<file path="config.mk">
export PLATFORM = sky130hd
export DESIGN_NAME = dcache_victim
export DESIGN_NICKNAME = d
export VERILOG_FILES = /design/src/hdl/dcache_pkg.sv /design/src/hdl/dcache_victim.sv
export VERILOG_INCLUDE_DIRS = /design/src /design/src/include
export SDC_FILE = /design/constraint.sdc
export NUM_CORES = 1
export LEC_CHECK = 0
export BUFFER_PORTS_ARGS = -buffer_cell sky130_fd_sc_hd__clkbuf_2
export CAP_MARGIN = 20
export CORE_AREA = 2 2 461 463
export DETAILED_ROUTE_END_ITERATION = 16
export DIE_AREA = 0 0 463 465
export GPL_TIMING_DRIVEN = 0
export RECOVER_POWER = 25
export SLEW_MARGIN = 20
export SYNTH_ARGS = -nofsm -noshare
export SYNTH_HDL_FRONTEND = slang
export SYNTH_SLANG_ARGS = --single-unit
</file>
<file path="constraint.sdc">
create_clock -name clk -period 10.6 [get_ports clk]
set_input_delay 1.59 -clock clk [delete_from_list [all_inputs] [get_ports clk]]
set_output_delay 1.59 -clock clk [all_outputs]
set_load 0.1 [all_outputs]
</file>
<file path="src/include/dcache_settings.svh">
`ifndef DCACHE_SETTINGS_SVH
`define DCACHE_SETTINGS_SVH

//////////////////////////////////////////////////
// cache geometry
//////////////////////////////////////////////////

`define DC_WAYS 4
`define DC_SETS 128

// words per line, also the burst length
`define DC_WORDS 8

//////////////////////////////////////////////////
// address split
//////////////////////////////////////////////////

`define DC_TAG_W 20
`define DC_INDEX_W 7
`define DC_WORD_SEL_W 3

`endif
</file>
<file path="src/hdl/dcache_pkg.sv">
`include "dcache_settings.svh"

package dcache_pkg;

    typedef logic [31:0] word_t;
    typedef logic [31:0] addr_t;
    typedef logic [`DC_TAG_W-1:0] tag_t;
    typedef logic [`DC_INDEX_W-1:0] index_t;
    typedef logic [`DC_WORD_SEL_W-1:0] word_sel_t;
    typedef logic [3:0] strb_t;
    typedef logic [`DC_WORDS*32-1:0] line_t;
    typedef logic [`DC_WORDS*4-1:0] line_be_t;
    typedef logic [`DC_WAYS-1:0] way_t;

    // tree bits, bit 0 is the root
    typedef logic [2:0] plru_t;

    typedef enum logic [2:0] {
        INIT, RUN, MISS, REFILL, FINISH, RECOVER
    } cache_state_e;

    typedef enum logic [2:0] {
        V_IDLE, V_CAPTURE, V_ADDR, V_DATA, V_RESP
    } victim_state_e;

endpackage

</file>
<file path="src/hdl/dcache_victim.sv">
`timescale 1ns/1ps
`include "dcache_settings.svh"

module dcache_victim import dcache_pkg::*; (
    input  logic   clk,
    input  logic   rst,
    input  logic   victim_capture,
    input  way_t   victim_way,
    input  index_t s2_index,
    input  tag_t   s2_tags [`DC_WAYS],
    input  line_t  s2_lines [`DC_WAYS],
    output logic   victim_idle,
    output logic   aw_valid,
    output addr_t  aw_addr,
    input  logic   aw_ready,
    output logic   w_valid,
    output logic   w_last,
    output word_t  w_data,
    input  logic   w_ready,
    input  logic   b_valid
);

    victim_state_e state;
    way_t          cap_way;
    word_t         vbuf [`DC_WORDS];
    word_sel_t     cnt;
    // beats accepted since the address phase
    logic [3:0]    beats;

    always_ff @(posedge clk) begin
        if (!rst) begin
            state <= V_IDLE;
            cnt <= '0;
        end else begin
            case (state)
                V_IDLE: if (victim_capture) state <= V_CAPTURE;
                V_CAPTURE: state <= V_ADDR;
                V_ADDR: begin
                    if (aw_ready) begin
                        state <= V_DATA;
                        cnt <= '0;
                    end
                end
                V_DATA: begin
                    if (w_ready) begin
                        cnt <= cnt + 1'b1;
                        if (w_last) begin
                            state <= V_RESP;
                        end
                    end
                end
                V_RESP: if (b_valid) state <= V_IDLE;
                default: state <= V_IDLE;
            endcase
        end
    end

    // set is still on the array outputs while the miss is pending
    always_ff @(posedge clk) begin
        if (state == V_IDLE && victim_capture) begin
            cap_way <= victim_way;
        end
        if (state == V_CAPTURE) begin
            for (int w = 0; w < `DC_WAYS; w++) begin
                if (cap_way[w]) begin
                    aw_addr <= {s2_tags[w], s2_index, 5'b00000};
                    for (int k = 0; k < `DC_WORDS; k++) begin
                        vbuf[k] <= s2_lines[w][k*32 +: 32];
                    end
                end
            end
        end
    end

    assign victim_idle = state == V_IDLE;
    assign aw_valid = state == V_ADDR;
    assign w_valid = state == V_DATA;
    assign w_last = w_valid && cnt == `DC_WORDS - 1;
    assign w_data = vbuf[cnt];

    always_ff @(posedge clk) begin
        if (!rst) begin
            beats <= '0;
        end else if (aw_valid && aw_ready) begin
            beats <= '0;
        end else if (w_valid && w_ready) begin
            beats <= beats + 1'b1;
        end
    end

    a_last_beat: assert property (
        @(posedge clk) disable iff (!rst) w_valid && w_ready |-> w_last == (beats == 4'd7)
    );

endmodule

</file>
==> run metrics <==
status finished, violations left; failing checks max-capacitance violations, max-slew violations; Fin. Hold Viols 0; first-pass GRT wire length 306 mm; clock-pin slew on the worst setup and hold paths ~60 ps; main flop type after synthesis edfxtp_1; CTS Buffer Depth 3; Area growth, synth to finish 55.7%; CTS root buffer clkbuf_16; CTS buffer count 47; Cell Count, Final, Fillers Out 6160; most frequent cell after synthesis edfxtp_1; CP Cell Sequence clkbuf_1 -> nor3b_1 -> clkbuf_1 -> clkbuf_1 -> nand2_1 -> nand2_1 -> clkbuf_1; post-cts sizing count 0; Fin Setup TNS 0 ps; Slew Limit Fails 49; initial antenna violation count between 200 and 300; post-CTS setup buffer count 0; nets@finish around 4300; total gr overflow 0; Crit Path Class flop to flop; post-synthesis sequential area ratio 42.4%; Power Density 144 mW/mm^2; IO Port Bufs 1183; EDFF count, synth around 290; Die H between 400 and 500 um; MaxCap Viol Count 3; slowest CP cell clkbuf_1; critical path startpoint category flop; Crit path required time 10850 ps; final RePlAce weighted congestion 0.972; Initial DRC Count about 3000; clk sinks 296; gr usage total ~23%; Synth top area share around two fifths; Mapped Area 0.0208 sq mm; worst r2r path cells 7; Row Count 169; Via Count between 20000 and 30000; Rel. slew slack -23.8%; Slew @ Worst Pin between 1500 and 2000 ps; Mapped Avg Cell Area between 10 and 15 sq um; Setup violations, final 0; Vias/cell 4.26; Ys Warns 0; post-synthesis async set-or-reset flop share 0%; RSZ-0062 raised after global routing false; most frequent CP cell clkbuf_1; Final ANT Viol Nets 0; Synth area leaders edfxtp_1 (42%), mux4_2 (6.9%), mux2_2 (6.3%), a2bb2oi_1 (5.4%), mux2i_1 (3.3%); peak supply drop 0.104 mV; DP HPWL about 230 mm; Die Width approximately 460 um; max incr delay on CP between 1000 and 1500 ps; Hold Crit Class flop to flop; largest net degree at the start of global routing 42; Top Ports 1189; Post-Route WL 254 mm; number of global-route vias before repair 25000; placed inst area 0.0306 sq mm; most frequent cells after synthesis edfxtp_1 (287), clkbuf_1 (166), nand2_1 (166), nor2_1 (131), a21oi_1 (129); DRT Pass-1 Iters 8; fill count between 20000 and 25000; Avg WL per Cell 41.2 um; CTS tree built; DP Cell Count 5984; Crit. End Element flop; Tot Pwr ~4.7 mW; core area 0.211 sq mm; Crit path arrival time 5670 ps; Mapped Cells 1960; min cycle time layout 5420 ps; largest area contributor in the netlist edfxtp_1; Crit Path Max Fanout 26; Worst-Skew Late Latency 660 ps; post-route cell area approximately 0.032 sq mm; H-tree Lvls 2; hold path depth 2; Hold Buf Count CTS 0; Peak Freq around 180 MHz; P_leak 12.6 nW; Initial Util 9.85%; full die area 0.215 sq mm; Clock Skews 34.2 ps; Tcrit/Tclk final 51.2%; share of cells above drive strength 1 48.1%; Synth cell types 44; DRC viols 0; fin util 15.3%; Seq cells post-synth 296
==> metrics by stage <==
step	setup slack, ps	hold WS, ps
after floorplan	6270	479
after detailed placement	5820	520
final	5180	523
after global placement	1720	507
after global routing	4990	557
after CTS	5060	530
==> logic make-up (layout without fill, tap and decap cells) <==
| group | count (synthesis) | after routing | synth area share (%) |
|---|---|---|---|
| buffers and inverters | 270 | 1554 | 5.58 |
| muxes | 249 | 249 | 16.6 |
| other | 1 | 96 | 0.0181 |
| AOI/OAI and AO/OA | 733 | 733 | 26.8 |
| DFF | 296 | 296 | 42.4 |
| and+or+nand+nor | 409 | 409 | 8.58 |
| adders and majority gates | 2 | 2 | 0.121 |
==> power by group <==
| group | switching (mW) | internal, mW |
|---|---|---|
| clock | 0.710 | 0.933 |
| combinational | 1.07 | 0.453 |
| sequential | 0.0507 | 1.45 |
==> placed cells by master (no fill, tap or decap), drive strengths merged, types with 7 or more instances in the layout <==
cell | synthesis | final
o2111ai | 64 | 64
nand2b | 25 | 25
o211ai | 64 | 64
a21oi | 129 | 129
nand4 | 13 | 13
mux2i | 69 | 69
nor2 | 131 | 131
dfxtp | 9 | 9
clkbuf | 166 | 1413
mux2 | 116 | 116
nand3 | 53 | 53
mux4 | 64 | 64
a2bb2oi | 128 | 128
clkinv | 0 | 15
inv | 24 | 33
o21ai | 129 | 129
buf | 80 | 82
nand2 | 166 | 166
a32o | 31 | 31
a221oi | 23 | 23
diode | 0 | 91
o31ai | 128 | 128
clkinvlp | 0 | 7
a221o | 31 | 31
edfxtp | 287 | 287
==> flip-flops by register name, summed over array words and instances (netlist names), named ones only <==
register	cells
vbuf	256
aw_addr	27
cap_way	4
cnt	3
state	3
==> per-layer routing <==
layer  GRT usage, %  share of wire, %  vias up
met4           9.21               4.5      172
li1               -                 -    10500
met2           34.5                43     2206
met1           27.5                40    12800
met5              0              0.43        -
met3           10.0                12      554
==> final cells by class <==
type,count,area (sq um),area share [%]
multi-input cells,1398,10900,33.6
clock buffers,50,1210,3.74
clock inverters,35,342,1.06
well taps,2821,3530,10.9
plain buffers,246,1090,3.37
diodes,91,228,0.704
inverters,24,90.1,0.279
flip-flops and latches,296,8800,27.2
repair buffers,1199,6170,19.1
==> critical path, delay by kind of cell (launching register included) <==
kind | cells | cell delay, ps
buf+inv | 4 | 3480
simple gates | 3 | 1190
flops | 1 | 300
==> final timing paths <==
| kind | slack [ps] | start | to |
|---|---|---|---|
| worst max-delay path | 5180 | state[0]$_SDFFE_PN0P_ | aw_addr[18]$_DFFE_PP_ |
| worst min-delay path | 520 | cnt[0]$_SDFFE_PN0P_ | cnt[0]$_SDFFE_PN0P_ |
| worst max register to register | 5180 | state[0]$_SDFFE_PN0P_ | aw_addr[18]$_DFFE_PP_ |
| worst min register to register | 520 | cnt[0]$_SDFFE_PN0P_ | cnt[0]$_SDFFE_PN0P_ |
No activity file was read; power rests on OpenSTA's default activity.
