File: src/include/dcache_settings.svh
`ifndef DCACHE_SETTINGS_SVH
`define DCACHE_SETTINGS_SVH

//////////////////////////////////////////////////
// cache geometry
//////////////////////////////////////////////////

`define DC_WAYS 4
`define DC_SETS 128

// words per line, also the burst length
`define DC_WORDS 8

//////////////////////////////////////////////////
// address split
//////////////////////////////////////////////////

`define DC_TAG_W 20
`define DC_INDEX_W 7
`define DC_WORD_SEL_W 3

`endif
File: src/hdl/dcache_pkg.sv
`include "dcache_settings.svh"

package dcache_pkg;

    typedef logic [31:0] word_t;
    typedef logic [31:0] addr_t;
    typedef logic [`DC_TAG_W-1:0] tag_t;
    typedef logic [`DC_INDEX_W-1:0] index_t;
    typedef logic [`DC_WORD_SEL_W-1:0] word_sel_t;
    typedef logic [3:0] strb_t;
    typedef logic [`DC_WORDS*32-1:0] line_t;
    typedef logic [`DC_WORDS*4-1:0] line_be_t;
    typedef logic [`DC_WAYS-1:0] way_t;

    // tree bits, bit 0 is the root
    typedef logic [2:0] plru_t;

    typedef enum logic [2:0] {
        INIT, RUN, MISS, REFILL, FINISH, RECOVER
    } cache_state_e;

    typedef enum logic [2:0] {
        V_IDLE, V_CAPTURE, V_ADDR, V_DATA, V_RESP
    } victim_state_e;

endpackage

File: src/hdl/dcache_miss_ctrl.sv
`timescale 1ns/1ps
`include "dcache_settings.svh"

module dcache_miss_ctrl import dcache_pkg::*; (
    input  logic      clk,
    input  logic      rst,
    input  logic      s2_miss,
    input  index_t    s2_index,
    input  tag_t      s2_tag,
    input  word_sel_t s2_word,
    input  way_t      hit_store_way,
    input  logic      victim_idle,
    output logic      run,
    output logic      recover,
    output index_t    windex,
    output way_t      tag_we,
    output logic      valid_wdata,
    output line_be_t  refill_be [`DC_WAYS],
    output line_t     refill_line,
    output logic      victim_capture,
    output way_t      victim_way,
    output logic      ar_valid,
    output addr_t     ar_addr,
    input  logic      ar_ready,
    input  logic      r_valid,
    input  logic      r_last,
    input  word_t     r_data
);

    cache_state_e state;
    index_t       sweep;
    word_sel_t    refill_cnt;
    word_t        refill_buf [`DC_WORDS];
    plru_t        plru [`DC_SETS];
    way_t         dirty [`DC_SETS];
    plru_t        plru_cur;
    plru_t        plru_next;
    way_t         pick;
    logic         start_miss;

    // tree walk, then point away from the chosen way
    always_comb begin
        plru_cur = plru[s2_index];
        if (!plru_cur[0]) begin
            pick = plru_cur[1] ? 4'b0010 : 4'b0001;
            plru_next = {plru_cur[2], !plru_cur[1], 1'b1};
        end else begin
            pick = plru_cur[2] ? 4'b1000 : 4'b0100;
            plru_next = {!plru_cur[2], plru_cur[1], 1'b0};
        end
    end

    assign start_miss = state == MISS && victim_idle && !ar_valid;
    assign victim_capture = start_miss && |(dirty[s2_index] & victim_way);

    //////////////////////////////////////////////////
    // main FSM
    //////////////////////////////////////////////////

    always_ff @(posedge clk) begin
        if (!rst) begin
            state <= INIT;
            sweep <= '0;
            refill_cnt <= '0;
            victim_way <= '0;
            ar_valid <= 1'b0;
        end else begin
            case (state)
                INIT: begin
                    sweep <= sweep + 1'b1;
                    if (sweep == `DC_SETS - 1) begin
                        state <= RUN;
                    end
                end
                RUN: begin
                    if (s2_miss) begin
                        state <= MISS;
                        victim_way <= pick;
                        refill_cnt <= s2_word;
                    end
                end
                MISS: begin
                    if (start_miss) begin
                        ar_valid <= 1'b1;
                    end else if (ar_valid && ar_ready) begin
                        ar_valid <= 1'b0;
                        state <= REFILL;
                    end
                end
                REFILL: begin
                    if (r_valid) begin
                        refill_cnt <= refill_cnt + 1'b1;
                        if (r_last) begin
                            state <= FINISH;
                        end
                    end
                end
                FINISH: state <= RECOVER;
                RECOVER: state <= RUN;
                default: state <= INIT;
            endcase
        end
    end

    // wrapped beats land at their own word
    always_ff @(posedge clk) begin
        if (state == REFILL && r_valid) begin
            refill_buf[refill_cnt] <= r_data;
        end
    end

    always_ff @(posedge clk) begin
        if (!rst) begin
            for (int i = 0; i < `DC_SETS; i++) begin
                plru[i] <= '0;
                dirty[i] <= '0;
            end
        end else begin
            if (state == RUN && s2_miss) begin
                plru[s2_index] <= plru_next;
            end
            if (state == FINISH) begin
                dirty[s2_index] <= dirty[s2_index] & ~victim_way;
            end else begin
                dirty[s2_index] <= dirty[s2_index] | hit_store_way;
            end
        end
    end

    //////////////////////////////////////////////////
    // array write port and read channel
    //////////////////////////////////////////////////

    assign run = state == RUN;
    assign recover = state == RECOVER;
    assign windex = (state == INIT) ? sweep : s2_index;
    assign tag_we = (state == INIT) ? '1 : (state == FINISH) ? victim_way : '0;
    assign valid_wdata = state == FINISH;
    assign ar_addr = {s2_tag, s2_index, s2_word, 2'b00};

    always_comb begin
        for (int w = 0; w < `DC_WAYS; w++) begin
            refill_be[w] = {$bits(line_be_t){valid_wdata && victim_way[w]}};
        end
        for (int k = 0; k < `DC_WORDS; k++) begin
            refill_line[k*32 +: 32] = refill_buf[k];
        end
    end

    a_ar_hold: assert property (
        @(posedge clk) disable iff (!rst)
        ar_valid && !ar_ready |=> ar_valid && $stable(ar_addr)
    );

endmodule

File: config.mk
export PLATFORM = sky130hd
export DESIGN_NAME = dcache_miss_ctrl
export DESIGN_NICKNAME = d
export VERILOG_FILES = /design/src/hdl/dcache_pkg.sv /design/src/hdl/dcache_miss_ctrl.sv
export VERILOG_INCLUDE_DIRS = /design/src /design/src/include
export SDC_FILE = /design/constraint.sdc
export NUM_CORES = 2
export LEC_CHECK = 0
export BUFFER_PORTS_ARGS = -buffer_cell sky130_fd_sc_hd__buf_2
export CORE_MARGIN = 2
export CORE_UTILIZATION = 45
export DETAILED_ROUTE_END_ITERATION = 7
export GPL_TIMING_DRIVEN = 1
export PLACE_DENSITY = 0.73
export SLEW_MARGIN = 25
export SYNTH_ARGS = -nofsm -noshare
export SYNTH_HDL_FRONTEND = slang
export SYNTH_SLANG_ARGS = --single-unit
File: constraint.sdc
create_clock -name clk -period 10.33 [get_ports clk]
set_clock_uncertainty 0.05 [all_clocks]
set_input_delay 1.5495 -clock clk [delete_from_list [all_inputs] [get_ports clk]]
set_output_delay 1.5495 -clock clk [all_outputs]
set_load 0.05 [all_outputs]
==> summary.txt <==
Run status
  • Status: completed

Floorplanning
  • Row count: 122
  • Die height: 339.1 microns
  • Die area: 115000 sq um
  • # IOs: 509
  • Starting Density: 45.52%
  • Core region area: 111000 sq um
  • Die width: 339.1 microns

Timing
  • Hold Vio Cnt, Final: 0
  • Final min period: 7048 ps
  • Final setup viols: 0
  • Max_slew headroom: 25.17%
  • Slew at the pin closest to its max-slew limit: 1121 ps
  • Max Clk Rate: 0.1419 GHz
  • Fin. max-slew vios: 0
  • Setup TNS: 0 ps
  • RSZ-0062 raised after global routing: no
  • Final worst-path cycle share: 68.23%

CTS
  • Clk pin slew, worst setup/hold paths: 60 ps
  • CTS Hold Bufs: 0
  • Depth of the CTS H-tree: 3
  • Post-CTS setup buffers: 0
  • CTS tree: yes
  • Total clock sinks: 1170
  • CTS Buf Count: 112
  • Clk_lat worst skew: 720 ps
  • Maximum clock path buffer count: 3
  • Post-CTS Resized: 0
  • CTS Root Cell: clkbuf_16

Critical path
  • Critical path fanouts, max: 121
  • CP startpoint kind: input pin
  • Max stage delay on crit path: 700 ps
  • Crit path DAT: 5450 ps
  • WP data required: 8730 ps
  • Crit Path Class: input pin to output port
  • CP top delay family: multiplexers
  • Crit-path most repeated cell: mux4_2
  • CP bufs+invs: 3
  • CP Cell Sequence: buf_8 -> buf_12 -> mux4_2 -> mux4_2 -> mux4_2 -> mux2_2 -> a22oi_1 -> a211oi_1 -> buf_2
  • CP endpoint kind: output port
  • CP max stage cell: buf_12

Pwr
  • Comb power frac: 8.3%
  • Maximum vdd drop: 0.0001308 V
  • P per Cell Area: 181.4 nW/um^2
  • Final Power: 10270 uW
  • P_leak: 0.02053 uW
  • Clk network pwr share: 39.4%
  • NetSw: 2467 uW
  • Sw Ratio: 24.03%
  • Power Internal: 7802 uW
  • Sequential share of power: 52.3%

Synthesis
  • Async set-reset flop share out of synthesis: 0%
  • Ys flop type: edfxtp_1
  • Cell area after synthesis: 50520 sq um
  • Sequential fraction of the synthesis area: 69.19%
  • Yosys Warn Count: 0
  • Mean Syn Cell Area: 13.63 sq um
  • Syn Inst Count: 3706
  • Distinct cell type count after synthesis: 66
  • EDFF count, synth: 1152
  • Synthesized flop and latch total: 1170

Global route
  • First-pass GRT wire length: 205300 microns
  • All-Layer GR Usage: 23.66%
  • Antenna violations before repair: 6
  • Grt total ovfl: 0
  • Vias in the first global route: 31380
  • Largest net degree at the start of global routing: 122

Placement
  • Hpwl dp: 88790 microns
  • # port buffers: 466
  • Final GP Congestion: 0.8562

Cells and area
  • Fill count: 9124
  • Commonest non-fill, non-tap cell in the layout: edfxtp_1
  • Most frequent cells in the layout: edfxtp_1 (1152), nor2_1 (794), buf_2 (462), nand2_1 (353), mux4_2 (169)
  • NumNets Final: 3977
  • Share of layout cells above drive strength 1: 23.21%
  • Layout overhead on the synthesized area: 12.07%
  • Reg area: 34950 sq um
  • Multi-input gate area: 13200 sq um
  • Number of diodes: 0
  • Post-layout util: 51.02%

Drt
  • Pre-antenna DRT Iters: 6
  • Via Count: 32950
  • Detail-routed via count per cell: 6.019
  • DRC: 0
  • Wire per inst: 25.54 microns
  • Routed wire length: 139800 microns
  • Post-route ant nets: 0
  • Initial DRC count: 4796

Worst hold path
  • Hold Path Class: register to register

Job
  • Max-cap check violation count: 0
-- worst paths after layout --
kind                                    start  cells after the start  slack [ps]        endpoint
worst max register to register   dirty[31][2]                      8        5930     dirty[3][2]
worst min-delay path            refill_cnt[0]                      2         480   refill_cnt[0]
worst max-delay path              s2_index[0]                      9        3280  victim_capture
worst min register to register  refill_cnt[0]                      2         480   refill_cnt[0]
-- stage by stage --
stage | cells | instance area [sq um] | setup WS [ps] | hold slack, ps
2_1_floorplan | 3707 | 50520 | 4252 | 437.7
6_report | 5474 | 56610 | 3282 | 479.9
5_1_grt | 5474 | 56610 | 3097 | 497.7
4_1_cts | 5471 | 56550 | 3224 | 473.8
3_5_place_dp | 5269 | 52960 | 3223 | 465.2
3_3_place_gp | 5269 | 52960 | 3243 | 457.0
-- logic make-up after synthesis --
group	Yosys count	synth area share, %
xor+xnor	6	0.1040
mux	177	7.710
fa+ha+maj	6	0.1486
compound gates	332	4.728
buf+inv	468	5.152
flops	1170	69.19
simple gates	1546	12.96
other cells	1	0.007423
-- layer usage --
layer	GRT usage [%]	routed length, microns	up-vias	part of all wire (%)
met4	8.407	4967	0	3.6
met2	37.90	66660	2340	48
met3	5.361	17550	337	13
met5	0	0	-	0
met1	31.84	50640	16290	36
li1	-	-	13980	-
-- worst reg2reg max path, delay by kind of cell (launching register included) --
family                 cells  cell delay [ps]
AOI/OAI and AO/OA          1              170
buffers and inverters      2             1420
DFF                        1              370
muxes                      4             1930
and+or+nand+nor            1              170
-- sequential cells by signal, summed over array words and instances (netlist names) --
register,count
ar_valid,1
dirty,512
plru,384
refill_buf,256
refill_cnt,3
state,3
sweep,7
victim_way,4
-- synthesized netlist by cell type (4+ instances only) --
| library cell | number | area, sq um |
|---|---|---|
| a41o_1 | 9 | 90.09 |
| mux2_2 | 7 | 78.83 |
| nor3_1 | 144 | 720.7 |
| and2_1 | 7 | 43.79 |
| nor4bb_1 | 7 | 70.07 |
| o2111ai_1 | 5 | 43.79 |
| clkbuf_1 | 182 | 683.2 |
| a21oi_1 | 12 | 60.06 |
| buf_4 | 212 | 1592 |
| nand3_1 | 139 | 695.7 |
| and3b_1 | 4 | 35.03 |
| a22o_1 | 33 | 289.0 |
| ha_1 | 6 | 75.07 |
| dfxtp_1 | 18 | 360.4 |
| nor3b_1 | 4 | 30.03 |
| and4b_1 | 9 | 90.09 |
| a22oi_1 | 130 | 975.9 |
| nand4b_1 | 5 | 43.79 |
| or2_2 | 6 | 37.54 |
| edfxtp_1 | 1152 | 34590 |
| nand4_1 | 16 | 100.1 |
| a22oi_2 | 4 | 50.05 |
| o21ai_0 | 83 | 415.4 |
| nand2b_1 | 5 | 31.28 |
| buf_2 | 34 | 170.2 |
| a31oi_1 | 10 | 62.56 |
| nand2_1 | 353 | 1325 |
| buf_1 | 29 | 108.9 |
| inv_1 | 8 | 30.03 |
| nor2_1 | 815 | 3059 |
| a2111o_1 | 4 | 45.04 |
| and4_1 | 9 | 78.83 |
| a221oi_1 | 9 | 78.83 |
| a41oi_1 | 10 | 87.58 |
| a2111oi_0 | 5 | 43.79 |
| mux4_2 | 169 | 3806 |
-- area by class of cell --
cell class / count / share of cell area [%]
flip-flops and latches: 1170 / 61.74
multi-input cells: 2069 / 23.32
clock buffers: 150 / 5.384
repair buffers: 535 / 5.258
well taps: 1488 / 3.289
clock inverters: 52 / 0.9459
inverters: 10 / 0.06630
-- power groups by stage --
stage               Clock (uW)  Combinational [uW]  Sequential, uW
detailed placement           0                 825            5480
global placement             0                 818            5470
finish                    4040                 849            5380
global route              4240                 882            5380
CTS                       4060                 827            5380
floorplan                    0                 580            5450
(Power assumes the default switching activity.)
